<file path="config.mk">
export PLATFORM = sky130hd
export DESIGN_NAME = scl_timer
export DESIGN_NICKNAME = d
export VERILOG_FILES = /design/src/eeprom_pkg.sv /design/src/scl_timer.sv
export SDC_FILE = /design/constraint.sdc
export NUM_CORES = 1
export LEC_CHECK = 0
export ABC_AREA = 1
export BUFFER_PORTS_ARGS = -buffer_cell sky130_fd_sc_hd__buf_2
export CORE_AREA = 2 2 39 41
export CTS_CLUSTER_SIZE = 20
export DETAILED_ROUTE_END_ITERATION = 7
export DIE_AREA = 0 0 41 43
export PLACE_DENSITY_LB_ADDON = 0.08
export REMOVE_ABC_BUFFERS = 1
export SLEW_MARGIN = 20
export SYNTH_ARGS = -nofsm -noshare
export SYNTH_HDL_FRONTEND = slang
export SYNTH_SLANG_ARGS = --single-unit
export TNS_END_PERCENT = 30
</file>
<file path="constraint.sdc">
create_clock -name CLK -period 1 [get_ports CLK]
set_input_delay 0.15 -clock CLK [delete_from_list [all_inputs] [get_ports CLK]]
set_output_delay 0.15 -clock CLK [all_outputs]
set_load 0.1 [all_outputs]
</file>
<file path="src/eeprom_pkg.sv">
package eeprom_pkg;

    typedef logic [10:0] ee_addr_t;   // 2 KB word address
    typedef logic [7:0]  ee_byte_t;
    typedef logic [2:0]  ee_blk_t;    // addr[10:8], lands in the control byte

    // control byte is {CTRL_DEVICE, block, r/w}
    localparam logic [3:0] CTRL_DEVICE = 4'b1010;

    // scl low in the first two quarters, high in the last two
    typedef enum logic [1:0] {
        PH_LOW_SET,
        PH_LOW_HOLD,
        PH_HIGH_SAMPLE,
        PH_HIGH_HOLD
    } slot_phase_t;

    typedef struct packed {
        logic        tick;   // strobe at the start of each quarter
        slot_phase_t phase;
    } scl_slot_t;

    typedef enum logic [1:0] {OP_START, OP_STOP, OP_TX, OP_RX} line_op_t;

    typedef struct packed {
        logic     go;
        line_op_t op;
        ee_byte_t tx_byte;
        logic     last_rx;   // master nack after the received byte
    } line_cmd_t;

    typedef enum logic [3:0] {
        IDLE, START, CTRL_W, ADDR_W, DATA_W, RESTART, CTRL_R, DATA_R, STOP, DONE
    } ctrl_state_t;

endpackage

</file>
<file path="src/scl_timer.sv">
`timescale 1ns/1ns
module scl_timer import eeprom_pkg::*;
#(
    parameter int CLKS_PER_QUARTER = 4
)
(
    input  logic      CLK,
    input  logic      RESET,
    input  logic      run,
    output scl_slot_t slot,
    output logic      scl
);
    localparam int PW = (CLKS_PER_QUARTER > 1) ? $clog2(CLKS_PER_QUARTER) : 1;

    logic [PW-1:0] pre_cnt;

    always_ff @(posedge CLK)
    begin
        if (RESET)
        begin
            pre_cnt    <= '0;
            slot.tick  <= 1'b0;
            slot.phase <= PH_HIGH_HOLD;
        end
        else if (!run)
        begin
            // parked, bus idles with scl high
            pre_cnt    <= '0;
            slot.tick  <= 1'b0;
            slot.phase <= PH_HIGH_HOLD;
        end
        else if (pre_cnt == PW'(CLKS_PER_QUARTER - 1))
        begin
            pre_cnt    <= '0;
            slot.tick  <= 1'b1;
            slot.phase <= slot_phase_t'(slot.phase + 2'd1); // wraps to low-set
        end
        else
        begin
            pre_cnt   <= pre_cnt + 1'b1;
            slot.tick <= 1'b0;
        end
    end

    assign scl = (slot.phase == PH_HIGH_SAMPLE) || (slot.phase == PH_HIGH_HOLD);

endmodule

</file>
==> metrics.csv, run 1 <==
stage,metric,value,unit
grt,grt_pass1_vias,179,
status,violations,negative setup slack,
sta,tightest_slew,149,ps
status,status,"finished, violations left",
clocking,cts-root-buf,clkbuf_4,
sta,setup_viol_count_final,3,
drt,drt_wl_total,346,µm
logic_synthesis,ys.warnings.count,0,
placed_design,port_buffers,6,
sta,finalHoldViolCount,0,
grt,top_usage_layer,met2,
sta,setup_tns,-364,ps
drt,drt_iter0_markers,2,
worst_setup_path,crit_path_top_delay_cell,dfxtp_4,
clocking,cts_inserted_buffers,3,
placed_design,dp_hpwl,320,µm
worst_setup_path,ff2ff_setup_slack,100,ps
placed_design,placedCellCount,53,
floorplanning,start_util,16.5,%
logic_synthesis,synthTopCellsByArea,"dfxtp_1 44%, ha_1 22%, inv_1 11%, nand3_1 6.6%, nand2_1 6.6%",
worst_setup_path,max_stage_delay,350,ps
worst_setup_path,crit_fanout,4,
drt,ant_nets,0,
worst_setup_path,path_cells,"ha_2, or2_4, buf_12",
clocking,clockBufferDepth,2,
drt,vias_per_cell,3.53,
worst_setup_path,endpoint_kind,primary output,
grt,grtUsageTotal,5.62,%
pwr,power_density,1060,nW/µm²
final_layout,antennaDiodeCount,0,
pwr,ir_drop,0.565,mV
sta,post-route-min-period,1320,ps
drt,route.detailed.drc,0,
worst_setup_path,crit_type,reg -> out,
worst_setup_path,worst_ep_required_time,850,ps
run,maxCapViolCount,0,
clocking,cts_sinks,5,
final_layout,area_growth,86.3,%
sta,fmax,758,MHz
logic_synthesis,ys_ff_latch,5,
clocking,worstSkewPairLatency,230,ps
final_layout,layout_commonest_cell,inv_1,
logic_synthesis,syn_avg_cell_area,8.18,µm²
floorplanning,fp.dieH,43,µm
sta,maxSlewViolCount,0,
hold_path,min_path_type,in -> reg,
clocking,cts_tree,built,
drt,wire_per_inst,5.97,µm
worst_setup_path,crit_path_start_kind,register,
logic_synthesis,seq_area_frac_synth,43.7,%
sta,setup_ws,-320,ps
sta,fin_skew,1.37,ps
logic_synthesis,synth_area,229,µm²
logic_synthesis,syn_inst,28,
pwr,finalPower,0.454,mW
floorplanning,die_x,41,µm
grt,grt_max_degree,5,
placed_design,routabilityCongestion,0.655,
sta,fin_crit_sh,132,%
sta,relSlewSlack,90.0,%
grt,grt_util_met2,8.44,%
final_layout,fin_nets,50,
placed_design,dpl_cell_area,347,µm²
clocking,h-tree-depth,1,
final_layout,n_fill_cell,143,
worst_setup_path,worstPathArrival,1170,ps
sta,rsz0062_at_grt,true,
pwr,p_leak,0.217,nW
logic_synthesis,netlist.top_cell.by_area,dfxtp_1,
final_layout,drive_gt1_share,45.2,%
drt,vias,205,
floorplanning,dieArea,1760,µm²
floorplanning,fp-row-count,14,
grt,antenna_found_initial,0,
logic_synthesis,synth_top_area_share,43.7,%
floorplanning,core_area,1380,µm²
final_layout,layout_common_cells,"6 x inv_1, 4 x nand2_1, 4 x buf_12",
final_layout,finalInstanceArea,427,µm²
final_layout,stdcell_count,58,
grt,grtUsageMet3,3.14,%
placed_design,place_worst_setup_slack,-317,ps
logic_synthesis,synth_cell_type_count,8,
grt,gr-usage-met1,4.50,%
grt,grt_overflow,0,
floorplanning,ioPinCount,7,
clocking,clkTransAtPathRegs,40,ps
grt,grt_pass1_wl,600,µm
drt,first_pass_iters,2,
path summary, 6_finish.rpt:
| path | from | endpoint | cells past startpoint |
|---|---|---|---|
| min reg2reg | pre_cnt[0] | pre_cnt[0] | 1 |
| min | RESET | slot[2] | 2 |
| max reg2reg | slot[0] | slot[1] | 5 |
| max | slot[0] | scl | 3 |
registers in the layout, indices dropped and copies added, names as in the netlist:
register,cells
slot,3
pre_cnt,2
report_power, final:
| group | switching (mW) | leakage [nW] | internal, mW | total (mW) |
|---|---|---|---|---|
| Combinational | 0.0169 | 0.162 | 0.0125 | 0.0293 |
| Sequential | 0.00323 | 0.0405 | 0.199 | 0.203 |
| Clock | 0.0720 | 0.0150 | 0.150 | 0.222 |
Yosys cell counts:
library cell and n:
ha_1 4, nand2_1 4, inv_1 7, nand3_1 3, nor2_1 3, or2_2 1
dfxtp_1 5, nor3_1 1
stage by stage:
stage	utilization (%)	hold WS, ps
final	30.8	107
after global routing	30.8	113
after CTS	29.4	95.6
after detailed placement	25.0	347
after global placement	25.0	346
after floorplan	-	228
per-layer routing:
metal / vias up / part of all wire, %
li1: 112 / -
met1: 87 / 38
met2: 4 / 53
met3: 2 / 6.9
met4: 0 / 1.4
met5: - / 0
final cells by class:
| cell class | instances | area (µm²) | share of cell area (%) |
|---|---|---|---|
| inverter | 7 | 28.8 | 6.74 |
| timing repair buffer | 10 | 124 | 29.0 |
| tap | 16 | 20.0 | 4.69 |
| sequential | 5 | 108 | 25.2 |
| multi-input combinational | 16 | 120 | 28.2 |
| clock buffer | 4 | 26.3 | 6.16 |
critical path: cells and delay by family, from the launching register on:
kind	cells	cell delay (ps)
fa+ha+maj	1	170
simple gates	1	250
buf+inv	1	160
flops	1	350
logic make-up after synthesis:
| logic type | Yosys count | share of synthesized area (%) |
|---|---|---|
| buffers and inverters | 7 | 11.5 |
| DFF | 5 | 43.7 |
| and+or+nand+nor | 12 | 22.9 |
| adders and majority gates | 4 | 21.9 |
what timing repair did:
| action | 4_1_cts | 5_1_grt |
|---|---|---|
| resized for setup | 10 | 5 |
| hold buffers | 0 | 0 |
| cloned | 0 | 0 |
| setup endpoints to repair | 3 | 4 |
| pin swaps | 1 | 2 |
| buffers inserted | 1 | 0 |
Note: power is estimated with default switching activity, not from simulation.
==> run 2, diff against run 1 <==
- CTS_BUF_LIST: unset -> sky130_fd_sc_hd__clkbuf_4
==> run 2 against run 1 <==
The run still ends with negative setup slack left. Critical endpoint unchanged. Clock power increased by 13%. Maximum frequency decreased by 0.15%. Critical path depth unchanged. Worst setup slack got worse by 2.0 ps. Flip-flop and latch count unchanged. Final cell count unchanged.
==> metrics.csv, run 2 (synthesis results as in run 1) <==
stage,metric,value,unit
sta,maxSlewViolCount,0,
sta,relSlewSlack,90.1,%
drt,drt_wl_total,350,µm
final_layout,top_regs,"slot x3, pre_cnt x2",
clocking,clockBufferDepth,2,
drt,route.detailed.drc,0,
sta,fmax,756,MHz
pwr,p_leak,0.221,nW
final_layout,layout_common_cells,"6 x inv_1, 4 x nand2_1, 4 x clkbuf_4, 4 x buf_12",
pwr,finalPower,0.483,mW
grt,grt_max_degree,5,
sta,holdWs,107,ps
final_layout,drive_gt1_share,47.6,%
sta,setup_ws,-322,ps
grt,grt_pass1_wl,593,µm
worst_setup_path,worst_ep_required_time,850,ps
sta,tightest_slew,148,ps
floorplanning,core_area,1380,µm²
clocking,cts_tree,built,
grt,antenna_found_initial,0,
hold_path,holdPathStages,2,
run,maxCapViolCount,0,
worst_setup_path,crit_type,reg -> out,
grt,grtUsageTotal,5.62,%
worst_setup_path,worstPathArrival,1170,ps
floorplanning,dieArea,1760,µm²
clocking,worstSkewPairLatency,230,ps
clocking,cts_inserted_buffers,3,
sta,rsz0062_at_grt,true,
floorplanning,die_x,41,µm
placed_design,routabilityCongestion,0.655,
worst_setup_path,ff2ff_setup_slack,100,ps
worst_setup_path,r2r_start,slot[0],
drt,drt_iter0_markers,4,
sta,finalHoldViolCount,0,
placed_design,dpl_cell_area,347,µm²
hold_path,min_path_type,in -> reg,
clocking,cts_sinks,5,
pwr,ir_drop,0.565,mV
placed_design,port_buffers,6,
hold_path,hp-start,RESET,
worst_setup_path,rr_endpoint,slot[1],
final_layout,largest_reg_flops,3,
placed_design,dp_hpwl,320,µm
floorplanning,start_util,16.5,%
final_layout,finalInstanceArea,430,µm²
hold_path,hold-path-endpoint,slot[2],
drt,vias,203,
status,status,"finished, violations left",
final_layout,area_growth,88.0,%
clocking,clkTransAtPathRegs,40,ps
final_layout,top_register,slot,
sta,setup_viol_count_final,3,
pwr,power_density,1120,nW/µm²
final_layout,fin_nets,50,
clocking,h-tree-depth,1,
floorplanning,fp-row-count,14,
drt,ant_nets,0,
floorplanning,ioPinCount,7,
worst_setup_path,endpoint_kind,primary output,
final_layout,antennaDiodeCount,0,
worst_setup_path,r2r_cells,5,
drt,vias_per_cell,3.50,
status,violations,negative setup slack,
clocking,cts-root-buf,clkbuf_4,
final_layout,layout_commonest_cell,inv_1,
sta,post-route-min-period,1320,ps
sta,setup_tns,-369,ps
sta,fin_crit_sh,132,%
worst_setup_path,crit_path_start_kind,register,
drt,first_pass_iters,2,
grt,grt_pass1_vias,175,
grt,grt_overflow,0,
sta,fin_skew,2.83,ps
drt,wire_per_inst,6.03,µm
floorplanning,fp.dieH,43,µm
worst_setup_path,crit_fanout,4,
final_layout,post-route-util,31.1,%
-- run 2: cell count changes in the layout (fill, tap and decap cells not counted) --
cell and change:
clkbuf_1 -1, clkbuf_4 +1
-- run 2: metrics by stage --
stage | std cells | setup WS [ps]
2_1_floorplan | 28 | -975
3_3_place_gp | 53 | -292
3_5_place_dp | 53 | -317
4_1_cts | 58 | -371
5_1_grt | 58 | -352
6_report | 58 | -322
-- run 2: what timing repair did --
action                     CTS  global route
setup endpoints to repair    3             4
gates cloned                 0             0
hold buffers                 0             0
pin swaps                    1             2
buffers inserted             1             0
gates resized for setup     10             5
-- run 2: cell type report --
type                    count  area (µm²)
clock buffers               4        30.0
fillers                   146         953
inverters                   7        28.8
multi-input cells          16         120
flip-flops and latches      5         108
well taps                  16        20.0
repair buffers             10         124
-- run 2: routing by layer --
metal  vias to the layer above  routed length (µm)  GRT usage (%)
li1                        112                   -              -
met1                        85                 131           4.50
met2                         4                 189           8.44
met3                         2                  24           3.14
met4                         0                   5           6.00
met5                         -                   0              0
-- run 2: worst max-delay path by stage --
stage	from	endpoint	cells after the start
5_1_grt	slot[0]	scl	4
3_5_place_dp	slot[0]	scl	4
6_report	slot[0]	scl	3
3_3_place_gp	slot[0]	scl	4
2_1_floorplan	slot[0]	scl	3
4_1_cts	slot[0]	scl	4
-- run 2: worst max-delay path, stage by stage (launching register included) --
cell and delay (ps):
dfxtp_4 350, ha_2 170, or2_4 250, buf_12 160
-- run 2: power breakdown --
part / internal (mW) / total, mW / switching [mW]
registers: 0.199 / 0.203 / 0.00323
logic: 0.0125 / 0.0293 / 0.0169
clock network: 0.177 / 0.251 / 0.0739
total: 0.389 / 0.483 / 0.0940
==> run 3, diff against run 2 <==
- ABC_AREA: 1 -> 0
- PLACE_DENSITY: unset -> 0.32
- PLACE_DENSITY_LB_ADDON: 0.08 -> unset
==> run 3 against run 2 <==
Cell area decreased by 1.2%. The flow still finishes with violations (negative setup slack). Non-clock buffer count shrank 1. Register-to-register slack worse by 40 ps. Wire length is 2.0% higher. Critical path type unchanged. Sequential share of layout area down 0.29 points.
==> metrics.csv, run 3 <==
stage,metric,value,unit
status,violations,negative setup slack,
logic_synthesis,muxShareOfSynthArea,0,%
logic_synthesis,synth_top_area_share,43.5,%
logic_synthesis,synth_cell_type_count,13,
sta,post-route-min-period,1330,ps
worst_setup_path,crit_fanout,4,
clocking,cts_sinks,5,
status,status,"finished, violations left",
logic_synthesis,syn_inst,20,
worst_setup_path,endpoint_kind,primary output,
grt,grt_pass1_vias,164,
clocking,holdBufCountCts,0,
grt,grt_max_degree,6,
clocking,clkTransAtPathRegs,40,ps
sta,fin_skew,3.42,ps
placed_design,routabilityCongestion,0.649,
sta,relSlewSlack,90.6,%
drt,first_pass_iters,1,
drt,vias_per_cell,3.59,
hold_path,min_path_type,in -> reg,
hold_path,hold-path-endpoint,slot[1],
clocking,cts-root-buf,clkbuf_4,
logic_synthesis,syn_avg_cell_area,11.5,µm²
logic_synthesis,netlist.top_cell.by_area,dfxtp_1,
logic_synthesis,ys_ff_latch,5,
worst_setup_path,crit_path_start_kind,register,
drt,vias,176,
sta,tightest_slew,141,ps
worst_setup_path,path_buf_inv,2,
sta,finalHoldViolCount,0,
floorplanning,ioPinCount,7,
worst_setup_path,rr_endpoint,slot[0],
clocking,cts_tree,built,
final_layout,antennaDiodeCount,0,
logic_synthesis,synthTopCellsByArea,"dfxtp_1 43%, ha_1 22%, nor2b_4 6.0%, nor3b_2 5.4%, and3b_1 3.8%",
hold_path,hp-start,RESET,
grt,grt_overflow,0,
pwr,power_density,1160,nW/µm²
worst_setup_path,worst_ep_required_time,850,ps
floorplanning,die_x,41,µm
final_layout,drive_gt1_share,72.7,%
logic_synthesis,synth_common_cells,"5 x dfxtp_1, 4 x ha_1",
placed_design,port_buffers,6,
placed_design,placedCellCount,45,
clocking,post-cts-setup-buffer-count,0,
logic_synthesis,synth-simple-area-share,27.2,%
drt,drt_iter0_markers,0,
pwr,p_leak,0.198,nW
final_layout,n_fill_cell,147,
logic_synthesis,synth_most_common_cell,dfxtp_1,
worst_setup_path,r2r_start,pre_cnt[0],
floorplanning,fp-row-count,14,
clocking,cts_inserted_buffers,3,
logic_synthesis,synth_xor_area_share,3.80,%
hold_path,holdPathStages,3,
clocking,h-tree-depth,1,
grt,grt_pass1_wl,558,µm
clocking,clockBufferDepth,2,
final_layout,stdcell_count,49,
floorplanning,core_area,1380,µm²
drt,route.detailed.drc,0,
logic_synthesis,synth_compound_area_share,2.17,%
sta,setup_viol_count_final,3,
final_layout,top_regs,"slot x3, pre_cnt x2",
sta,maxSlewViolCount,0,
drt,wire_per_inst,7.29,µm
pwr,ir_drop,0.656,mV
logic_synthesis,synth_fa_ha_area_share,21.7,%
worst_setup_path,path_cells,"inv_2, ha_4, or2_4, buf_12",
logic_synthesis,seq_area_frac_synth,43.5,%
final_layout,area_growth,84.8,%
sta,rsz0062_at_grt,true,
grt,grtUsageTotal,5.73,%
sta,fmax,754,MHz
final_layout,fin_nets,41,
worst_setup_path,ff2ff_setup_slack,60,ps
worst_setup_path,r2r_cells,3,
sta,fin_crit_sh,133,%
sta,setup_ws,-326,ps
worst_setup_path,cp-startpoint,slot[0],
final_layout,largest_reg_flops,3,
logic_synthesis,synth_top_family_by_area,simple AND/OR/NAND/NOR gates,
drt,drt_wl_total,357,µm
worst_setup_path,crit_type,reg -> out,
grt,antenna_found_initial,0,
logic_synthesis,async_reset_ff_share,0,%
floorplanning,dieArea,1760,µm²
logic_synthesis,ys.warnings.count,0,
logic_synthesis,synth_area,230,µm²
run,maxCapViolCount,0,
logic_synthesis,synth-edff-count,0,
clocking,worstSkewPairLatency,240,ps
worst_setup_path,worstPathArrival,1180,ps
floorplanning,fp.dieH,43,µm
worst_setup_path,crit_path_top_delay_cell,dfxtp_2,
sta,holdWs,135,ps
drt,ant_nets,0,
worst_setup_path,cp_top_family,flip-flops,
worst_setup_path,max_stage_delay,350,ps
final_layout,layout_common_cells,"4 x clkbuf_4, 4 x buf_12, 3 x dfxtp_1",
final_layout,top_register,slot,
logic_synthesis,ys.flop_type,dfxtp_1,
pwr,finalPower,0.494,mW
floorplanning,start_util,16.6,%
placed_design,place_worst_setup_slack,-296,ps
run 3: timing repair:
item / in CTS / in global routing
pin swaps: 1 / 2
setup endpoints to repair: 4 / 4
gates resized for setup: 10 / 5
hold endpoints to repair: 0 / 0
run 3: how the worst max path moves through the flow:
stage	end	depth (start not counted)
after global placement	scl	4
after global routing	scl	4
after detailed placement	scl	4
final	scl	4
after CTS	scl	4
after floorplan	scl	3
run 3: kinds of logic after synthesis:
family	count (synthesis)
flops	5
simple gates	8
fa+ha+maj	4
compound gates	1
xor+xnor	1
buf+inv	1
run 3: metrics by stage:
stage,TNS (ps),cell area (µm²),util (%)
after floorplan,-2290,230,-
after global placement,-298,348,25.1
after detailed placement,-336,348,25.1
after CTS,-403,404,29.2
after global routing,-445,425,30.7
final,-364,425,30.7
run 3: layout make-up:
cell class,instances,area [µm²],area share (%)
clock buffers,4,30.0,7.06
well taps,16,20.0,4.71
inverters,1,3.75,0.882
flip-flops and latches,5,105,24.7
multi-input cells,14,150,35.3
repair buffers,9,116,27.4
run 3: worst reg2reg max path: cells and delay by family, from the launching register on:
kind	cells	cell delay, ps
DFF	1	330
xor gates and xnor gates	1	180
and+or+nand+nor	1	70
adders and majority gates	1	240
run 3: power by group:
| group | switching, mW | internal, mW |
|---|---|---|
| sequential | 0.00376 | 0.202 |
| clock | 0.0802 | 0.178 |
| combinational | 0.0147 | 0.0159 |
run 3: routing by layer:
metal | up-vias | track usage, % | share of wire (%)
li1 | 90 | - | -
met1 | 76 | 3.88 | 37
met2 | 6 | 7.50 | 48
met3 | 4 | 3.14 | 7.3
met4 | 0 | 10.0 | 7.3
met5 | - | 0 | 0
