[config.mk]
export PLATFORM = sky130hd
export DESIGN_NAME = eeprom_ctrl_fsm
export DESIGN_NICKNAME = d
export VERILOG_FILES = /design/src/eeprom_pkg.sv /design/src/eeprom_ctrl_fsm.sv
export SDC_FILE = /design/constraint.sdc
export NUM_CORES = 1
export LEC_CHECK = 0
export BUFFER_PORTS_ARGS = -buffer_cell sky130_fd_sc_hd__buf_2
export CORE_MARGIN = 2
export CORE_UTILIZATION = 45
export DETAILED_ROUTE_END_ITERATION = 6
export GPL_TIMING_DRIVEN = 0
export PLACE_DENSITY = 0.66
export SYNTH_ARGS = -nofsm -noshare
export SYNTH_HDL_FRONTEND = slang
export SYNTH_SLANG_ARGS = --single-unit
export TNS_END_PERCENT = 100
[constraint.sdc]
create_clock -name CLK -period 2.1 [get_ports CLK]
set_input_delay 0.105 -clock CLK [delete_from_list [all_inputs] [get_ports CLK]]
set_output_delay 0.105 -clock CLK [all_outputs]
set_load 0.01 [all_outputs]
[src/eeprom_pkg.sv]
package eeprom_pkg;

    typedef logic [10:0] ee_addr_t;   // 2 KB word address
    typedef logic [7:0]  ee_byte_t;
    typedef logic [2:0]  ee_blk_t;    // addr[10:8], lands in the control byte

    // control byte is {CTRL_DEVICE, block, r/w}
    localparam logic [3:0] CTRL_DEVICE = 4'b1010;

    // scl low in the first two quarters, high in the last two
    typedef enum logic [1:0] {
        PH_LOW_SET,
        PH_LOW_HOLD,
        PH_HIGH_SAMPLE,
        PH_HIGH_HOLD
    } slot_phase_t;

    typedef struct packed {
        logic        tick;   // strobe at the start of each quarter
        slot_phase_t phase;
    } scl_slot_t;

    typedef enum logic [1:0] {OP_START, OP_STOP, OP_TX, OP_RX} line_op_t;

    typedef struct packed {
        logic     go;
        line_op_t op;
        ee_byte_t tx_byte;
        logic     last_rx;   // master nack after the received byte
    } line_cmd_t;

    typedef enum logic [3:0] {
        IDLE, START, CTRL_W, ADDR_W, DATA_W, RESTART, CTRL_R, DATA_R, STOP, DONE
    } ctrl_state_t;

endpackage

[src/eeprom_ctrl_fsm.sv]
`timescale 1ns/1ns
module eeprom_ctrl_fsm import eeprom_pkg::*;
(
    input  logic      CLK,
    input  logic      RESET,
    input  logic      wr,
    input  logic      rd,
    input  ee_addr_t  addr,
    input  ee_byte_t  wr_data,
    input  logic      op_done,
    input  logic      ack_bit,
    input  ee_byte_t  rx_byte,
    output line_cmd_t cmd,
    output logic      run,
    output ee_byte_t  rd_data,
    output logic      ack,
    output logic      nack
);
    ctrl_state_t state;
    ee_addr_t    addr_q;
    ee_byte_t    data_q;
    ee_byte_t    rd_buf;
    ee_blk_t     blk;
    logic        is_rd;
    logic        fail;
    logic        tx_state;

    assign blk      = addr_q[10:8];
    assign tx_state = (state == CTRL_W) || (state == ADDR_W) || (state == DATA_W)
                      || (state == CTRL_R);

    function automatic line_cmd_t issue(input line_op_t op, input ee_byte_t tx,
                                        input logic last);
        line_cmd_t c;
        c.go      = 1'b1;
        c.op      = op;
        c.tx_byte = tx;
        c.last_rx = last;
        return c;
    endfunction

    always_ff @(posedge CLK)
    begin
        if (RESET)
        begin
            state <= IDLE;
            cmd   <= '0;
            run   <= 1'b0;
            ack   <= 1'b0;
            nack  <= 1'b0;
            is_rd <= 1'b0;
            fail  <= 1'b0;
        end
        else
        begin
            cmd.go <= 1'b0;
            if (op_done && ack_bit && tx_state)
            begin
                // no ack from the slave, wrap up with a stop
                fail  <= 1'b1;
                cmd   <= issue(OP_STOP, '0, 1'b0);
                state <= STOP;
            end
            else
            begin
                case (state)
                    IDLE:
                        if (wr || rd)
                        begin
                            is_rd <= !wr;   // write wins
                            fail  <= 1'b0;
                            run   <= 1'b1;
                            cmd   <= issue(OP_START, '0, 1'b0);
                            state <= START;
                        end
                    START:
                        if (op_done)
                        begin
                            cmd   <= issue(OP_TX, {CTRL_DEVICE, blk, 1'b0}, 1'b0);
                            state <= CTRL_W;
                        end
                    CTRL_W:
                        if (op_done)
                        begin
                            cmd   <= issue(OP_TX, addr_q[7:0], 1'b0);
                            state <= ADDR_W;
                        end
                    ADDR_W:
                        if (op_done && is_rd)
                        begin
                            cmd   <= issue(OP_START, '0, 1'b0); // repeated start
                            state <= RESTART;
                        end
                        else if (op_done)
                        begin
                            cmd   <= issue(OP_TX, data_q, 1'b0);
                            state <= DATA_W;
                        end
                    RESTART:
                        if (op_done)
                        begin
                            cmd   <= issue(OP_TX, {CTRL_DEVICE, blk, 1'b1}, 1'b0);
                            state <= CTRL_R;
                        end
                    CTRL_R:
                        if (op_done)
                        begin
                            cmd   <= issue(OP_RX, '0, 1'b1);  // single byte, nack it
                            state <= DATA_R;
                        end
                    DATA_W, DATA_R:
                        if (op_done)
                        begin
                            cmd   <= issue(OP_STOP, '0, 1'b0);
                            state <= STOP;
                        end
                    STOP:
                        if (op_done)
                        begin
                            run   <= 1'b0;
                            ack   <= !fail;
                            nack  <= fail;
                            state <= DONE;
                        end
                    DONE:
                    begin
                        ack   <= 1'b0;
                        nack  <= 1'b0;
                        state <= IDLE;
                    end
                    default: state <= IDLE;
                endcase
            end
        end
    end

    // request operands and read result
    always_ff @(posedge CLK)
    begin
        if (state == IDLE && (wr || rd))
        begin
            addr_q <= addr;
            data_q <= wr_data;
        end
        if (state == DATA_R && op_done)
            rd_buf <= rx_byte;
        if (state == STOP && op_done && is_rd && !fail)
            rd_data <= rd_buf;   // same edge as ack
    end

endmodule

==> impl_metrics.prom, run 1 <==
# TYPE chip_impl_metric gauge
chip_impl_metric{name="diodes",unit=""} 0
chip_impl_metric{name="antenna_found_initial",unit=""} 0
chip_impl_metric{name="wl_met2",unit="µm"} 2430
chip_impl_info{name="setup.worst_path.end",value="cmd[3]$_SDFFE_PP0P_"} 1
chip_impl_metric{name="pin_count_of_the_biggest_net_entering_global_routing",unit=""} 23
chip_impl_metric{name="synthXorXnorAreaFrac",unit="%"} 1.16
chip_impl_metric{name="synth_seq_cells",unit=""} 56
chip_impl_metric{name="die-area",unit="µm²"} 5630
chip_impl_info{name="worstReg2RegEnd",value="cmd[3]$_SDFFE_PP0P_"} 1
chip_impl_metric{name="synthArstFlopShare",unit="%"} 0
chip_impl_metric{name="ctsLongestPathBuffers",unit=""} 2
chip_impl_metric{name="grt_pass1_wl",unit="µm"} 7730
chip_impl_metric{name="final_core_util",unit="%"} 62.8
chip_impl_metric{name="post-cts-setup-buffer-count",unit=""} 0
chip_impl_metric{name="placementRows",unit=""} 25
chip_impl_metric{name="critical_path.n_buffers_inverters",unit=""} 2
chip_impl_metric{name="number_of_standard_cells_after_synthesis",unit=""} 173
chip_impl_info{name="path_cells",value="buf_2, nor2b_1, o211a_1, or2_1, buf_2, a211oi_2"} 1
chip_impl_metric{name="max_stage_delay",unit="ps"} 520
chip_impl_metric{name="timing.slew.headroom",unit="%"} 57.8
chip_impl_metric{name="synth.top_cell.area_share",unit="%"} 46.3
chip_impl_metric{name="vias_in_the_first_global_route",unit=""} 1611
chip_impl_info{name="cp_common_cell",value="buf_2"} 1
chip_impl_metric{name="hold_path_depth",unit=""} 3
chip_impl_metric{name="flow.area_growth_from_synthesis",unit="%"} 32.6
chip_impl_metric{name="ant_nets",unit=""} 0
chip_impl_metric{name="met3_wirelength",unit="µm"} 295
chip_impl_metric{name="cts.reportedPaths.clkPinSlew",unit="ps"} 100
chip_impl_info{name="highest_layer",value="met4"} 1
chip_impl_info{name="cts.root.buffer_cell",value="clkbuf_8"} 1
chip_impl_metric{name="fillerInstances",unit=""} 372
chip_impl_metric{name="overall_power",unit="W"} 0.00264
chip_impl_info{name="synth_top_family_by_area",value="simple AND/OR/NAND/NOR gates"} 1
chip_impl_metric{name="final-hold-violation-count",unit=""} 0
chip_impl_metric{name="power.density",unit="nW/µm²"} 879
chip_impl_info{name="netlist_top_cells_area",value="edfxtp_1 46%, dfxtp_1 19%, nor2_1 3.3%"} 1
chip_impl_metric{name="synth.net_count",unit=""} 206
chip_impl_metric{name="met1_wirelength",unit="µm"} 2070
chip_impl_metric{name="worstPathArrival",unit="ps"} 2100
chip_impl_metric{name="yosysWarningCount",unit=""} 0
chip_impl_info{name="status",value="completed"} 1
chip_impl_info{name="grt_setup_unrepaired",value="no"} 1
chip_impl_metric{name="timing.final.max_slew_violations",unit=""} 0
chip_impl_info{name="yosys.cell_count.top_type",value="edfxtp_1"} 1
chip_impl_metric{name="synth.yosys.seq_area_share",unit="%"} 64.9
chip_impl_metric{name="cts_max_level",unit=""} 2
chip_impl_metric{name="layout_worst_path_cycle_share",unit="%"} 91.6
chip_impl_metric{name="power.leakage",unit="nW"} 1.19
chip_impl_info{name="timing.critical_path.to_type",value="flip-flop"} 1
chip_impl_info{name="synth.cells.most_frequent",value="35 x edfxtp_1, 21 x dfxtp_1, 20 x nor2_1"} 1
chip_impl_metric{name="tightestPinTransition",unit="ps"} 632
chip_impl_metric{name="routed_wirelength",unit="µm"} 4880
chip_impl_metric{name="die_w",unit="µm"} 75
chip_impl_metric{name="cts_buffers",unit=""} 5
chip_impl_metric{name="initial_core_util",unit="%"} 47.4
chip_impl_metric{name="avgRoutedWirePerCell",unit="µm"} 14.7
chip_impl_info{name="critPathLaunch",value="state[3]$_SDFFE_PP0P_"} 1
chip_impl_metric{name="setup.reg_to_reg.worst_slack",unit="ps"} 180
chip_impl_metric{name="setup_viol_count_final",unit=""} 0
chip_impl_metric{name="global_route.usage.total",unit="%"} 19.0
chip_impl_metric{name="clock_sinks",unit=""} 56
chip_impl_metric{name="place_worst_setup_slack",unit="ps"} -225
chip_impl_metric{name="maxClockFrequency",unit="MHz"} 520
chip_impl_metric{name="post_layout_nonfiller_instances",unit=""} 331
chip_impl_metric{name="detail_route.drc_violations",unit=""} 0
chip_impl_info{name="critPathLaunchType",value="flip-flop"} 1
chip_impl_metric{name="nets",unit=""} 296
chip_impl_metric{name="synth_edf_count",unit=""} 35
chip_impl_metric{name="drt_pass1_iterations",unit=""} 4
chip_impl_metric{name="port_buffers",unit=""} 55
chip_impl_metric{name="die_height",unit="µm"} 75
chip_impl_metric{name="drt_iter0_drc",unit=""} 70
chip_impl_metric{name="detailroute.via_count",unit=""} 1700
chip_impl_metric{name="dp.cells",unit=""} 295
chip_impl_metric{name="dp.final_hpwl",unit="µm"} 3170
chip_impl_metric{name="worst_ir_drop_vdd",unit="µV"} 515
chip_impl_info{name="worst_hold_path_type",value="in -> reg"} 1
chip_impl_metric{name="cp_num_cells",unit=""} 6
chip_impl_metric{name="synth_adder_area_share",unit="%"} 0
chip_impl_metric{name="timing.final.ws_setup",unit="ps"} 177
chip_impl_metric{name="compound_cell_area_share_of_the_yosys_netlist",unit="%"} 14.2
chip_impl_metric{name="avgSynthCellArea",unit="µm²"} 13.1
chip_impl_metric{name="overflow_after_grt",unit=""} 0
chip_impl_metric{name="post_route_cells_drive_above_1_share",unit="%"} 32.2
chip_impl_metric{name="muxShareOfSynthArea",unit="%"} 0.938
chip_impl_metric{name="cp.required",unit="ps"} 2270
chip_impl_metric{name="synthDistinctLibCells",unit=""} 47
chip_impl_info{name="worst_path_dominant_cell_family",value="simple AND/OR/NAND/NOR gates"} 1
chip_impl_metric{name="design.core.area",unit="µm²"} 4790
chip_impl_info{name="synth_flop_cell",value="edfxtp_1"} 1
chip_impl_metric{name="post_synth_instance_area",unit="µm²"} 2270
chip_impl_info{name="tritoncts",value="yes"} 1
chip_impl_metric{name="io-pin-count",unit=""} 56
chip_impl_info{name="worstSetupPathType",value="reg -> reg"} 1
chip_impl_metric{name="finalWeightedCongestion",unit=""} 0.826
chip_impl_metric{name="viasPerCell",unit=""} 5.14
chip_impl_info{name="synth_top_cell_by_area",value="edfxtp_1"} 1
chip_impl_metric{name="clk_latency_worst_skew_pair",unit="ps"} 310
chip_impl_metric{name="fin_clk_skew",unit="ps"} 9.84
chip_impl_metric{name="maxCapViolCount",unit=""} 0
chip_impl_metric{name="critPathMaxFanout",unit=""} 10
chip_impl_metric{name="timing.reg2reg.worst_path_depth",unit=""} 6
chip_impl_info{name="critical-path-slowest-cell",value="nor2b_1"} 1
chip_impl_metric{name="min_period",unit="ps"} 1920
chip_impl_info{name="r2r_start",value="state[3]$_SDFFE_PP0P_"} 1
chip_impl_metric{name="synth_simple_gate_area_share",unit="%"} 15.3
==> registers in the layout, indices dropped and copies added (netlist names) <==
name     cells
ack          1
addr_q      11
cmd         12
data_q       8
fail         1
is_rd        1
nack         1
rd_buf       8
rd_data      8
run          1
state        4
==> power by group <==
group          total, W  internal, W  switching, W
combinational  0.000663     0.000277      0.000386
clock          0.000588     0.000239      0.000349
sequential      0.00139      0.00133     0.0000590
total           0.00264      0.00185      0.000794
==> repair_timing <==
action / in CTS / in global routing
resized for setup: 1 / 2
endpoints found under the setup margin: 8 / 16
hold buffers: 28 / 0
hold endpoints to repair: 28 / 0
==> metal layers <==
| layer | track usage, % | up-vias |
|---|---|---|
| li1 | - | 832 |
| met1 | 24.1 | 793 |
| met2 | 31.3 | 65 |
| met3 | 4.69 | 10 |
| met4 | 7.54 | 0 |
| met5 | 0 | - |
==> cell type report <==
class | count | area, µm² | share of cell area [%]
buffer | 12 | 68.8 | 2.29
inverter | 3 | 11.3 | 0.374
clock buffer | 6 | 72.6 | 2.41
timing repair buffer | 83 | 556 | 18.5
sequential | 56 | 1470 | 48.9
tap | 67 | 83.8 | 2.79
multi-input combinational | 102 | 731 | 24.3
clock inverter | 2 | 13.8 | 0.458
==> stage by stage <==
stage	cell area [µm²]	TNS [ps]	hold slack (ps)
after floorplan	2270	0	201
after global routing	3010	0	147
after global placement	2630	-1550	281
final	3010	0	134
after detailed placement	2630	-1800	283
after CTS	3000	0	137
==> cells by family after synthesis <==
kind of cell	after synthesis
XOR/XNOR	3
buffers and inverters	15
AND/OR/NAND/NOR	57
multiplexers	2
AO/OA/AOI/OAI	40
flip-flops	56
==> how the worst min path moves through the flow <==
stage / from / endpoint
finish: RESET / cmd[6]$_SDFFE_PP0P_
global route: RESET / cmd[6]$_SDFFE_PP0P_
CTS: RESET / cmd[6]$_SDFFE_PP0P_
detailed placement: addr[0] / addr_q[0]$_DFFE_PP_
global placement: addr[3] / addr_q[3]$_DFFE_PP_
floorplan: wr / is_rd$_SDFFE_PP0P_
==> tightest hold or removal path, cell delays in order <==
cell and delay (ps):
buf_2 90, or2_1 150, a211oi_1 60
==> cells in the final DEF (no fill, tap or decap), drive strengths merged, types with 3 or more instances in the layout <==
master,netlist,final
a211oi,6,6
a21oi,6,6
a221oi,3,3
a222oi,3,3
a22oi,5,5
buf,7,62
clkbuf,5,11
dfxtp,21,21
dlygate4sd3,0,28
edfxtp,35,35
inv,3,4
nand2,8,8
nand2b,3,3
nand3b,6,6
nor2,20,20
nor2b,3,3
nor3,6,6
o21ai,5,5
or2,3,3
No activity file was read; power rests on OpenSTA's default activity.
==> run 2: changes to the inputs <==
--- a/config.mk
+++ b/config.mk
@@ -6,6 +6,7 @@
 export NUM_CORES = 1
 export LEC_CHECK = 0
 export BUFFER_PORTS_ARGS = -buffer_cell sky130_fd_sc_hd__buf_2
+export CORE_ASPECT_RATIO = 1.25
 export CORE_MARGIN = 2
 export CORE_UTILIZATION = 45
 export DETAILED_ROUTE_END_ITERATION = 6
==> constraint.sdc (replaced) <==
create_clock -name CLK -period 2.49 [get_ports CLK]
set_input_delay 0.1245 -clock CLK [delete_from_list [all_inputs] [get_ports CLK]]
set_output_delay 0.1245 -clock CLK [all_outputs]
set_load 0.01 [all_outputs]
==> run 2 against run 1 <==
Net effect:
- clock power decreased by 1%
- total power decreased by 13%
- critical path type unchanged
- maximum frequency decreased by 16%
- via count decreased by 2.6%
- critical endpoint is now rd_data[1]$_DFFE_PP_
==> impl_metrics.prom, run 2 (same netlist as run 1, synthesis figures left out) <==
# TYPE chip_impl_metric gauge
chip_impl_metric{name="die-area",unit="µm²"} 5630
chip_impl_metric{name="setup.reg_to_reg.worst_slack",unit="ps"} 200
chip_impl_info{name="regMostFlops",value="cmd"} 1
chip_impl_metric{name="ctsLongestPathBuffers",unit=""} 2
chip_impl_info{name="worstSetupPathType",value="reg -> reg"} 1
chip_impl_metric{name="power_switching",unit="W"} 0.000645
chip_impl_metric{name="die_w",unit="µm"} 67.5
chip_impl_metric{name="worst_ir_drop_vdd",unit="µV"} 458
chip_impl_metric{name="power.density",unit="nW/µm²"} 766
chip_impl_info{name="most_used_cells_in_the_layout_excluding_fill_and_tap_cells",value="59 x buf_2, 35 x edfxtp_1, 28 x dlygate4sd3_1, 21 x dfxtp_1, 20 x nor2_1"} 1
chip_impl_metric{name="vias_in_the_first_global_route",unit=""} 1632
chip_impl_metric{name="grt_pass1_wl",unit="µm"} 7560
chip_impl_metric{name="io-pin-count",unit=""} 56
chip_impl_info{name="tritoncts",value="yes"} 1
chip_impl_metric{name="power_switching_share",unit="%"} 28.0
chip_impl_metric{name="viasPerCell",unit=""} 5.11
chip_impl_metric{name="dp.cells",unit=""} 288
chip_impl_metric{name="setup_tns",unit="ps"} 0
chip_impl_metric{name="power.leakage",unit="nW"} 1.20
chip_impl_metric{name="initial_core_util",unit="%"} 47.3
chip_impl_metric{name="pin_count_of_the_biggest_net_entering_global_routing",unit=""} 23
chip_impl_metric{name="max_stage_delay",unit="ps"} 950
chip_impl_metric{name="fin_clk_skew",unit="ps"} 5.76
chip_impl_info{name="critPathLaunchType",value="flip-flop"} 1
chip_impl_metric{name="design.core.area",unit="µm²"} 4800
chip_impl_metric{name="timing.slew.headroom",unit="%"} 24.7
chip_impl_metric{name="nets",unit=""} 296
chip_impl_info{name="worst_hold_path_type",value="in -> reg"} 1
chip_impl_metric{name="clock_sinks",unit=""} 56
chip_impl_info{name="final_common_cell",value="buf_2"} 1
chip_impl_metric{name="timing.final.ws_setup",unit="ps"} 196
chip_impl_metric{name="diodes",unit=""} 0
chip_impl_metric{name="clk_latency_worst_skew_pair",unit="ps"} 310
chip_impl_metric{name="maxClockFrequency",unit="MHz"} 436
chip_impl_metric{name="sequentialPowerShare",unit="%"} 51.0
chip_impl_info{name="timing.critical_path.to_type",value="flip-flop"} 1
chip_impl_metric{name="tightestPinTransition",unit="ps"} 1130
chip_impl_metric{name="worstPathArrival",unit="ps"} 2220
chip_impl_metric{name="layout_worst_path_cycle_share",unit="%"} 92.1
chip_impl_metric{name="intPower",unit="W"} 0.00166
chip_impl_metric{name="post-cts-setup-buffer-count",unit=""} 0
chip_impl_info{name="reg_top3",value="cmd: 12 flops, addr_q: 11 flops"} 1
chip_impl_metric{name="drt_pass1_iterations",unit=""} 4
chip_impl_metric{name="dp.final_hpwl",unit="µm"} 3180
chip_impl_metric{name="setup_viol_count_final",unit=""} 0
chip_impl_metric{name="port_buffers",unit=""} 55
chip_impl_metric{name="post_route_cells_drive_above_1_share",unit="%"} 31.4
chip_impl_info{name="critical-path-slowest-cell",value="nor3b_1"} 1
chip_impl_metric{name="drt_iter0_drc",unit=""} 103
chip_impl_metric{name="final-hold-violation-count",unit=""} 0
chip_impl_metric{name="min_period",unit="ps"} 2290
chip_impl_metric{name="cts_max_level",unit=""} 2
chip_impl_metric{name="global_route.usage.total",unit="%"} 18.3
chip_impl_info{name="grt_setup_unrepaired",value="no"} 1
chip_impl_metric{name="combinationalPowerShare",unit="%"} 23.8
chip_impl_metric{name="critPathMaxFanout",unit=""} 10
chip_impl_metric{name="place_worst_setup_slack",unit="ps"} 223
chip_impl_metric{name="share_clk_of_total_power",unit="%"} 25.2
chip_impl_metric{name="overflow_after_grt",unit=""} 0
chip_impl_metric{name="detail_route.drc_violations",unit=""} 0
chip_impl_metric{name="post_layout_nonfiller_instances",unit=""} 324
chip_impl_metric{name="cts_buffers",unit=""} 5
chip_impl_metric{name="final.hold.worst_slack",unit="ps"} 122
chip_impl_info{name="status",value="completed"} 1
chip_impl_metric{name="placementRows",unit=""} 28
chip_impl_metric{name="detailroute.via_count",unit=""} 1655
chip_impl_info{name="cts.root.buffer_cell",value="clkbuf_8"} 1
chip_impl_metric{name="largest_register_ff_count",unit=""} 12
chip_impl_info{name="path_cells",value="buf_6, nor3_4, nand3_1, nor3b_1"} 1
chip_impl_metric{name="maxCapViolCount",unit=""} 0
chip_impl_metric{name="avgRoutedWirePerCell",unit="µm"} 14.7
chip_impl_metric{name="timing.final.max_slew_violations",unit=""} 0
chip_impl_metric{name="ant_nets",unit=""} 0
chip_impl_metric{name="finalWeightedCongestion",unit=""} 0.836
chip_impl_metric{name="cts.reportedPaths.clkPinSlew",unit="ps"} 90
chip_impl_metric{name="die_height",unit="µm"} 83.4
chip_impl_metric{name="antenna_found_initial",unit=""} 0
chip_impl_metric{name="cp.required",unit="ps"} 2420
chip_impl_metric{name="flow.area_growth_from_synthesis",unit="%"} 32.7
chip_impl_metric{name="routed_wirelength",unit="µm"} 4760
==> run 2: worst paths after layout <==
kind / startpoint / endpoint / cells after the start
worst min register to register: rd_buf[0]$_DFFE_PP_ / rd_data[0]$_DFFE_PP_ / 0
worst max-delay path: state[0]$_SDFFE_PP0P_ / rd_data[1]$_DFFE_PP_ / 4
worst min-delay path: RESET / cmd[6]$_SDFFE_PP0P_ / 3
worst max register to register: state[0]$_SDFFE_PP0P_ / rd_data[1]$_DFFE_PP_ / 4
==> run 2: power groups by stage <==
stage               registers (W)  clock network (W)  logic (W)
finish                    0.00118           0.000581   0.000549
detailed placement        0.00120                  0   0.000519
CTS                       0.00118           0.000598   0.000553
global route              0.00119           0.000637   0.000610
global placement          0.00120                  0   0.000512
floorplan                 0.00121                  0   0.000351
==> run 2: what timing repair did <==
| action | CTS | global route |
|---|---|---|
| hold endpoints to repair | 27 | 1 |
| resized for setup | 0 | 0 |
| hold buffers | 27 | 1 |
==> run 2: per-layer routing <==
| metal | vias to the layer above | share of wire (%) | track usage [%] |
|---|---|---|---|
| met5 | - | 0 | 0 |
| met3 | 9 | 4.6 | 4.74 |
| li1 | 828 | - | - |
| met4 | 0 | 1.7 | 6.49 |
| met2 | 52 | 51 | 31.6 |
| met1 | 766 | 43 | 21.4 |
==> run 2: worst max-delay path: cells and delay by family (launching register included) <==
family        cells  cell delay (ps)
buf+inv           1              140
flops             1              330
simple gates      3             1450
==> run 2: stage by stage <==
| stage | total power [W] | cell area, µm² | util, % |
|---|---|---|---|
| after floorplan | 0.00156 | 2270 | - |
| after global placement | 0.00171 | 2620 | 54.6 |
| after detailed placement | 0.00172 | 2620 | 54.6 |
| after CTS | 0.00233 | 3000 | 62.5 |
| after global routing | 0.00244 | 3010 | 62.7 |
| final | 0.00231 | 3010 | 62.7 |
==> run 2: cell type report <==
| type | instances | area (µm²) |
|---|---|---|
| Buffer | 12 | 68.8 |
| Inverter | 3 | 11.3 |
| Fill cell | 413 | 1790 |
| Multi-Input combinational cell | 102 | 717 |
| Clock inverter | 2 | 38.8 |
| Clock buffer | 6 | 72.6 |
| Sequential cell | 56 | 1470 |
| Timing Repair Buffer | 83 | 556 |
| Tap cell | 60 | 75.1 |
==> run 3: changes to the inputs <==
--- a/config.mk
+++ b/config.mk
@@ -7,7 +7,6 @@
 export LEC_CHECK = 0
 export BUFFER_PORTS_ARGS = -buffer_cell sky130_fd_sc_hd__buf_2
 export CORE_ASPECT_RATIO = 1.25
-export CORE_MARGIN = 2
 export CORE_UTILIZATION = 45
 export DETAILED_ROUTE_END_ITERATION = 6
 export GPL_TIMING_DRIVEN = 0
==> run 3 against run 2 <==
Net effect:
- flip-flop and latch count stayed put
- wire length fell by 2.1%
- critical path depth stayed put
- via count grew 0.18%
- final cell count decreased by 0.31%
- non-clock buffer count is 1 lower
- clock power increased by 3%
- highest routed layer unchanged
==> impl_metrics.prom, run 3 (same netlist as run 1, synthesis figures left out) <==
# TYPE chip_impl_metric gauge
chip_impl_info{name="status",value="completed"} 1
chip_impl_metric{name="timing.reg2reg.worst_path_depth",unit=""} 4
chip_impl_info{name="regMostFlops",value="cmd"} 1
chip_impl_metric{name="clk_latency_worst_skew_pair",unit="ps"} 310
chip_impl_metric{name="min_period",unit="ps"} 2260
chip_impl_info{name="worstReg2RegEnd",value="rd_data[1]$_DFFE_PP_"} 1
chip_impl_metric{name="dp.cells",unit=""} 288
chip_impl_metric{name="flow.area_growth_from_synthesis",unit="%"} 32.4
chip_impl_metric{name="final-hold-violation-count",unit=""} 0
chip_impl_metric{name="overflow_after_grt",unit=""} 0
chip_impl_metric{name="postCtsResizedCells",unit=""} 0
chip_impl_info{name="cts.root.buffer_cell",value="clkbuf_8"} 1
chip_impl_metric{name="placementRows",unit=""} 28
chip_impl_metric{name="timing.slew.headroom",unit="%"} 28.0
chip_impl_metric{name="diodes",unit=""} 0
chip_impl_metric{name="port_buffers",unit=""} 55
chip_impl_info{name="worstSetupPathType",value="reg -> reg"} 1
chip_impl_metric{name="power.leakage",unit="nW"} 1.20
chip_impl_metric{name="fin_clk_skew",unit="ps"} 7.25
chip_impl_metric{name="holdBufCountCts",unit=""} 26
chip_impl_metric{name="final_core_util",unit="%"} 62.6
chip_impl_metric{name="nets",unit=""} 295
chip_impl_metric{name="post-cts-setup-buffer-count",unit=""} 0
chip_impl_metric{name="die_height",unit="µm"} 81.4
chip_impl_metric{name="routed_wirelength",unit="µm"} 4660
chip_impl_metric{name="drt_iter0_drc",unit=""} 121
chip_impl_metric{name="worst_ir_drop_vdd",unit="µV"} 498
chip_impl_info{name="worst_hold_path_type",value="in -> reg"} 1
chip_impl_metric{name="clock_sinks",unit=""} 56
chip_impl_metric{name="maxCapViolCount",unit=""} 0
chip_impl_metric{name="worstPathArrival",unit="ps"} 2190
chip_impl_info{name="hp-start",value="wr"} 1
chip_impl_metric{name="initial_core_util",unit="%"} 47.3
chip_impl_metric{name="pin_count_of_the_biggest_net_entering_global_routing",unit=""} 23
chip_impl_metric{name="hold_path_depth",unit=""} 2
chip_impl_info{name="critPathLaunchType",value="flip-flop"} 1
chip_impl_metric{name="io-pin-count",unit=""} 56
chip_impl_metric{name="global_route.usage.total",unit="%"} 18.8
chip_impl_metric{name="post_route_cells_drive_above_1_share",unit="%"} 31.9
chip_impl_metric{name="maxClockFrequency",unit="MHz"} 443
chip_impl_metric{name="critPathMaxFanout",unit=""} 10
chip_impl_metric{name="power.density",unit="nW/µm²"} 774
chip_impl_metric{name="cts_max_level",unit=""} 2
chip_impl_info{name="final_common_cell",value="buf_2"} 1
chip_impl_metric{name="grt_pass1_wl",unit="µm"} 7450
chip_impl_metric{name="largest_register_ff_count",unit=""} 12
chip_impl_metric{name="design.core.area",unit="µm²"} 4800
chip_impl_metric{name="avgRoutedWirePerCell",unit="µm"} 14.4
chip_impl_metric{name="cp.required",unit="ps"} 2420
chip_impl_metric{name="finalWeightedCongestion",unit=""} 0.829
chip_impl_metric{name="cts_buffers",unit=""} 5
chip_impl_metric{name="cts.reportedPaths.clkPinSlew",unit="ps"} 100
chip_impl_metric{name="setup_tns",unit="ps"} 0
chip_impl_metric{name="ctsLongestPathBuffers",unit=""} 2
chip_impl_metric{name="layout_worst_path_cycle_share",unit="%"} 90.6
chip_impl_info{name="most_used_cells_in_the_layout_excluding_fill_and_tap_cells",value="59 x buf_2, 35 x edfxtp_1, 27 x dlygate4sd3_1, 21 x dfxtp_1, 20 x nor2_1"} 1
chip_impl_metric{name="tightestPinTransition",unit="ps"} 1080
chip_impl_info{name="r2r_start",value="state[0]$_SDFFE_PP0P_"} 1
chip_impl_metric{name="final.hold.worst_slack",unit="ps"} 3.92
chip_impl_metric{name="timing.final.max_slew_violations",unit=""} 0
chip_impl_metric{name="ant_nets",unit=""} 0
chip_impl_metric{name="die_w",unit="µm"} 65.5
chip_impl_metric{name="fillerInstances",unit=""} 398
chip_impl_metric{name="setup_viol_count_final",unit=""} 0
chip_impl_metric{name="post_layout_nonfiller_instances",unit=""} 323
chip_impl_info{name="tritoncts",value="yes"} 1
chip_impl_info{name="reg_top3",value="cmd: 12 flops, addr_q: 11 flops"} 1
chip_impl_metric{name="overall_power",unit="W"} 0.00233
chip_impl_info{name="hold_end",value="is_rd$_SDFFE_PP0P_"} 1
chip_impl_metric{name="antenna_found_initial",unit=""} 0
chip_impl_metric{name="vias_in_the_first_global_route",unit=""} 1602
chip_impl_metric{name="detail_route.drc_violations",unit=""} 0
chip_impl_metric{name="setup.reg_to_reg.worst_slack",unit="ps"} 230
chip_impl_info{name="grt_setup_unrepaired",value="no"} 1
chip_impl_info{name="timing.critical_path.to_type",value="flip-flop"} 1
chip_impl_metric{name="viasPerCell",unit=""} 5.13
chip_impl_metric{name="detailroute.via_count",unit=""} 1658
chip_impl_metric{name="dp.final_hpwl",unit="µm"} 3090
chip_impl_metric{name="die-area",unit="µm²"} 5330
chip_impl_metric{name="drt_pass1_iterations",unit=""} 4
-- run 3: changes by cell type in the layout (fill, tap and decap cells not counted), sizes merged --
cell,previous run,this run
clkbuf,11,10
clkinv,0,1
dlygate4sd3,28,27
-- run 3: worst max path at each step --
stage | from | endpoint | slack (ps) | cells after the start
2_1_floorplan | state[0]$_SDFFE_PP0P_ | rd_data[0]$_DFFE_PP_ | 530 | 4
3_5_place_dp | state[0]$_SDFFE_PP0P_ | rd_data[4]$_DFFE_PP_ | 200 | 4
6_report | state[0]$_SDFFE_PP0P_ | rd_data[1]$_DFFE_PP_ | 230 | 4
5_1_grt | state[0]$_SDFFE_PP0P_ | rd_data[1]$_DFFE_PP_ | 70 | 4
3_3_place_gp | state[0]$_SDFFE_PP0P_ | rd_data[4]$_DFFE_PP_ | 250 | 4
4_1_cts | state[0]$_SDFFE_PP0P_ | rd_data[1]$_DFFE_PP_ | 170 | 4
-- run 3: final cells by class --
type / count / area [µm²] / share of cell area [%]
plain buffers: 12 / 68.8 / 2.29
inverters: 3 / 11.3 / 0.375
multi-input cells: 102 / 717 / 23.9
clock buffers: 5 / 68.8 / 2.29
flip-flops and latches: 56 / 1470 / 49.0
well taps: 60 / 75.1 / 2.50
clock inverters: 3 / 46.3 / 1.54
repair buffers: 82 / 546 / 18.2
-- run 3: worst max-delay path: stages, from the launching register on --
cell and delay [ps]:
dfxtp_1 330, buf_6 150, nor3_4 310, nand3_1 170, nor3b_1 910
-- run 3: where the power goes --
group / total, W / internal [W] / switching [W]
clock network: 0.000596 / 0.000305 / 0.000291
logic: 0.000552 / 0.000231 / 0.000321
registers: 0.00118 / 0.00113 / 0.0000523
total: 0.00233 / 0.00166 / 0.000665
-- run 3: routing by layer --
metal	up-vias	track usage, %	wire [µm]
met1	778	22.0	2020
met5	-	0	0
li1	826	-	-
met3	5	4.63	232
met2	49	33.5	2370
met4	0	6.30	42
-- run 3: through the flow --
stage,area [µm²],setup slack (ps)
after global placement,2620,251
after detailed placement,2620,205
after CTS,2990,172
after global routing,3000,73.4
final,3000,234
after floorplan,2270,528
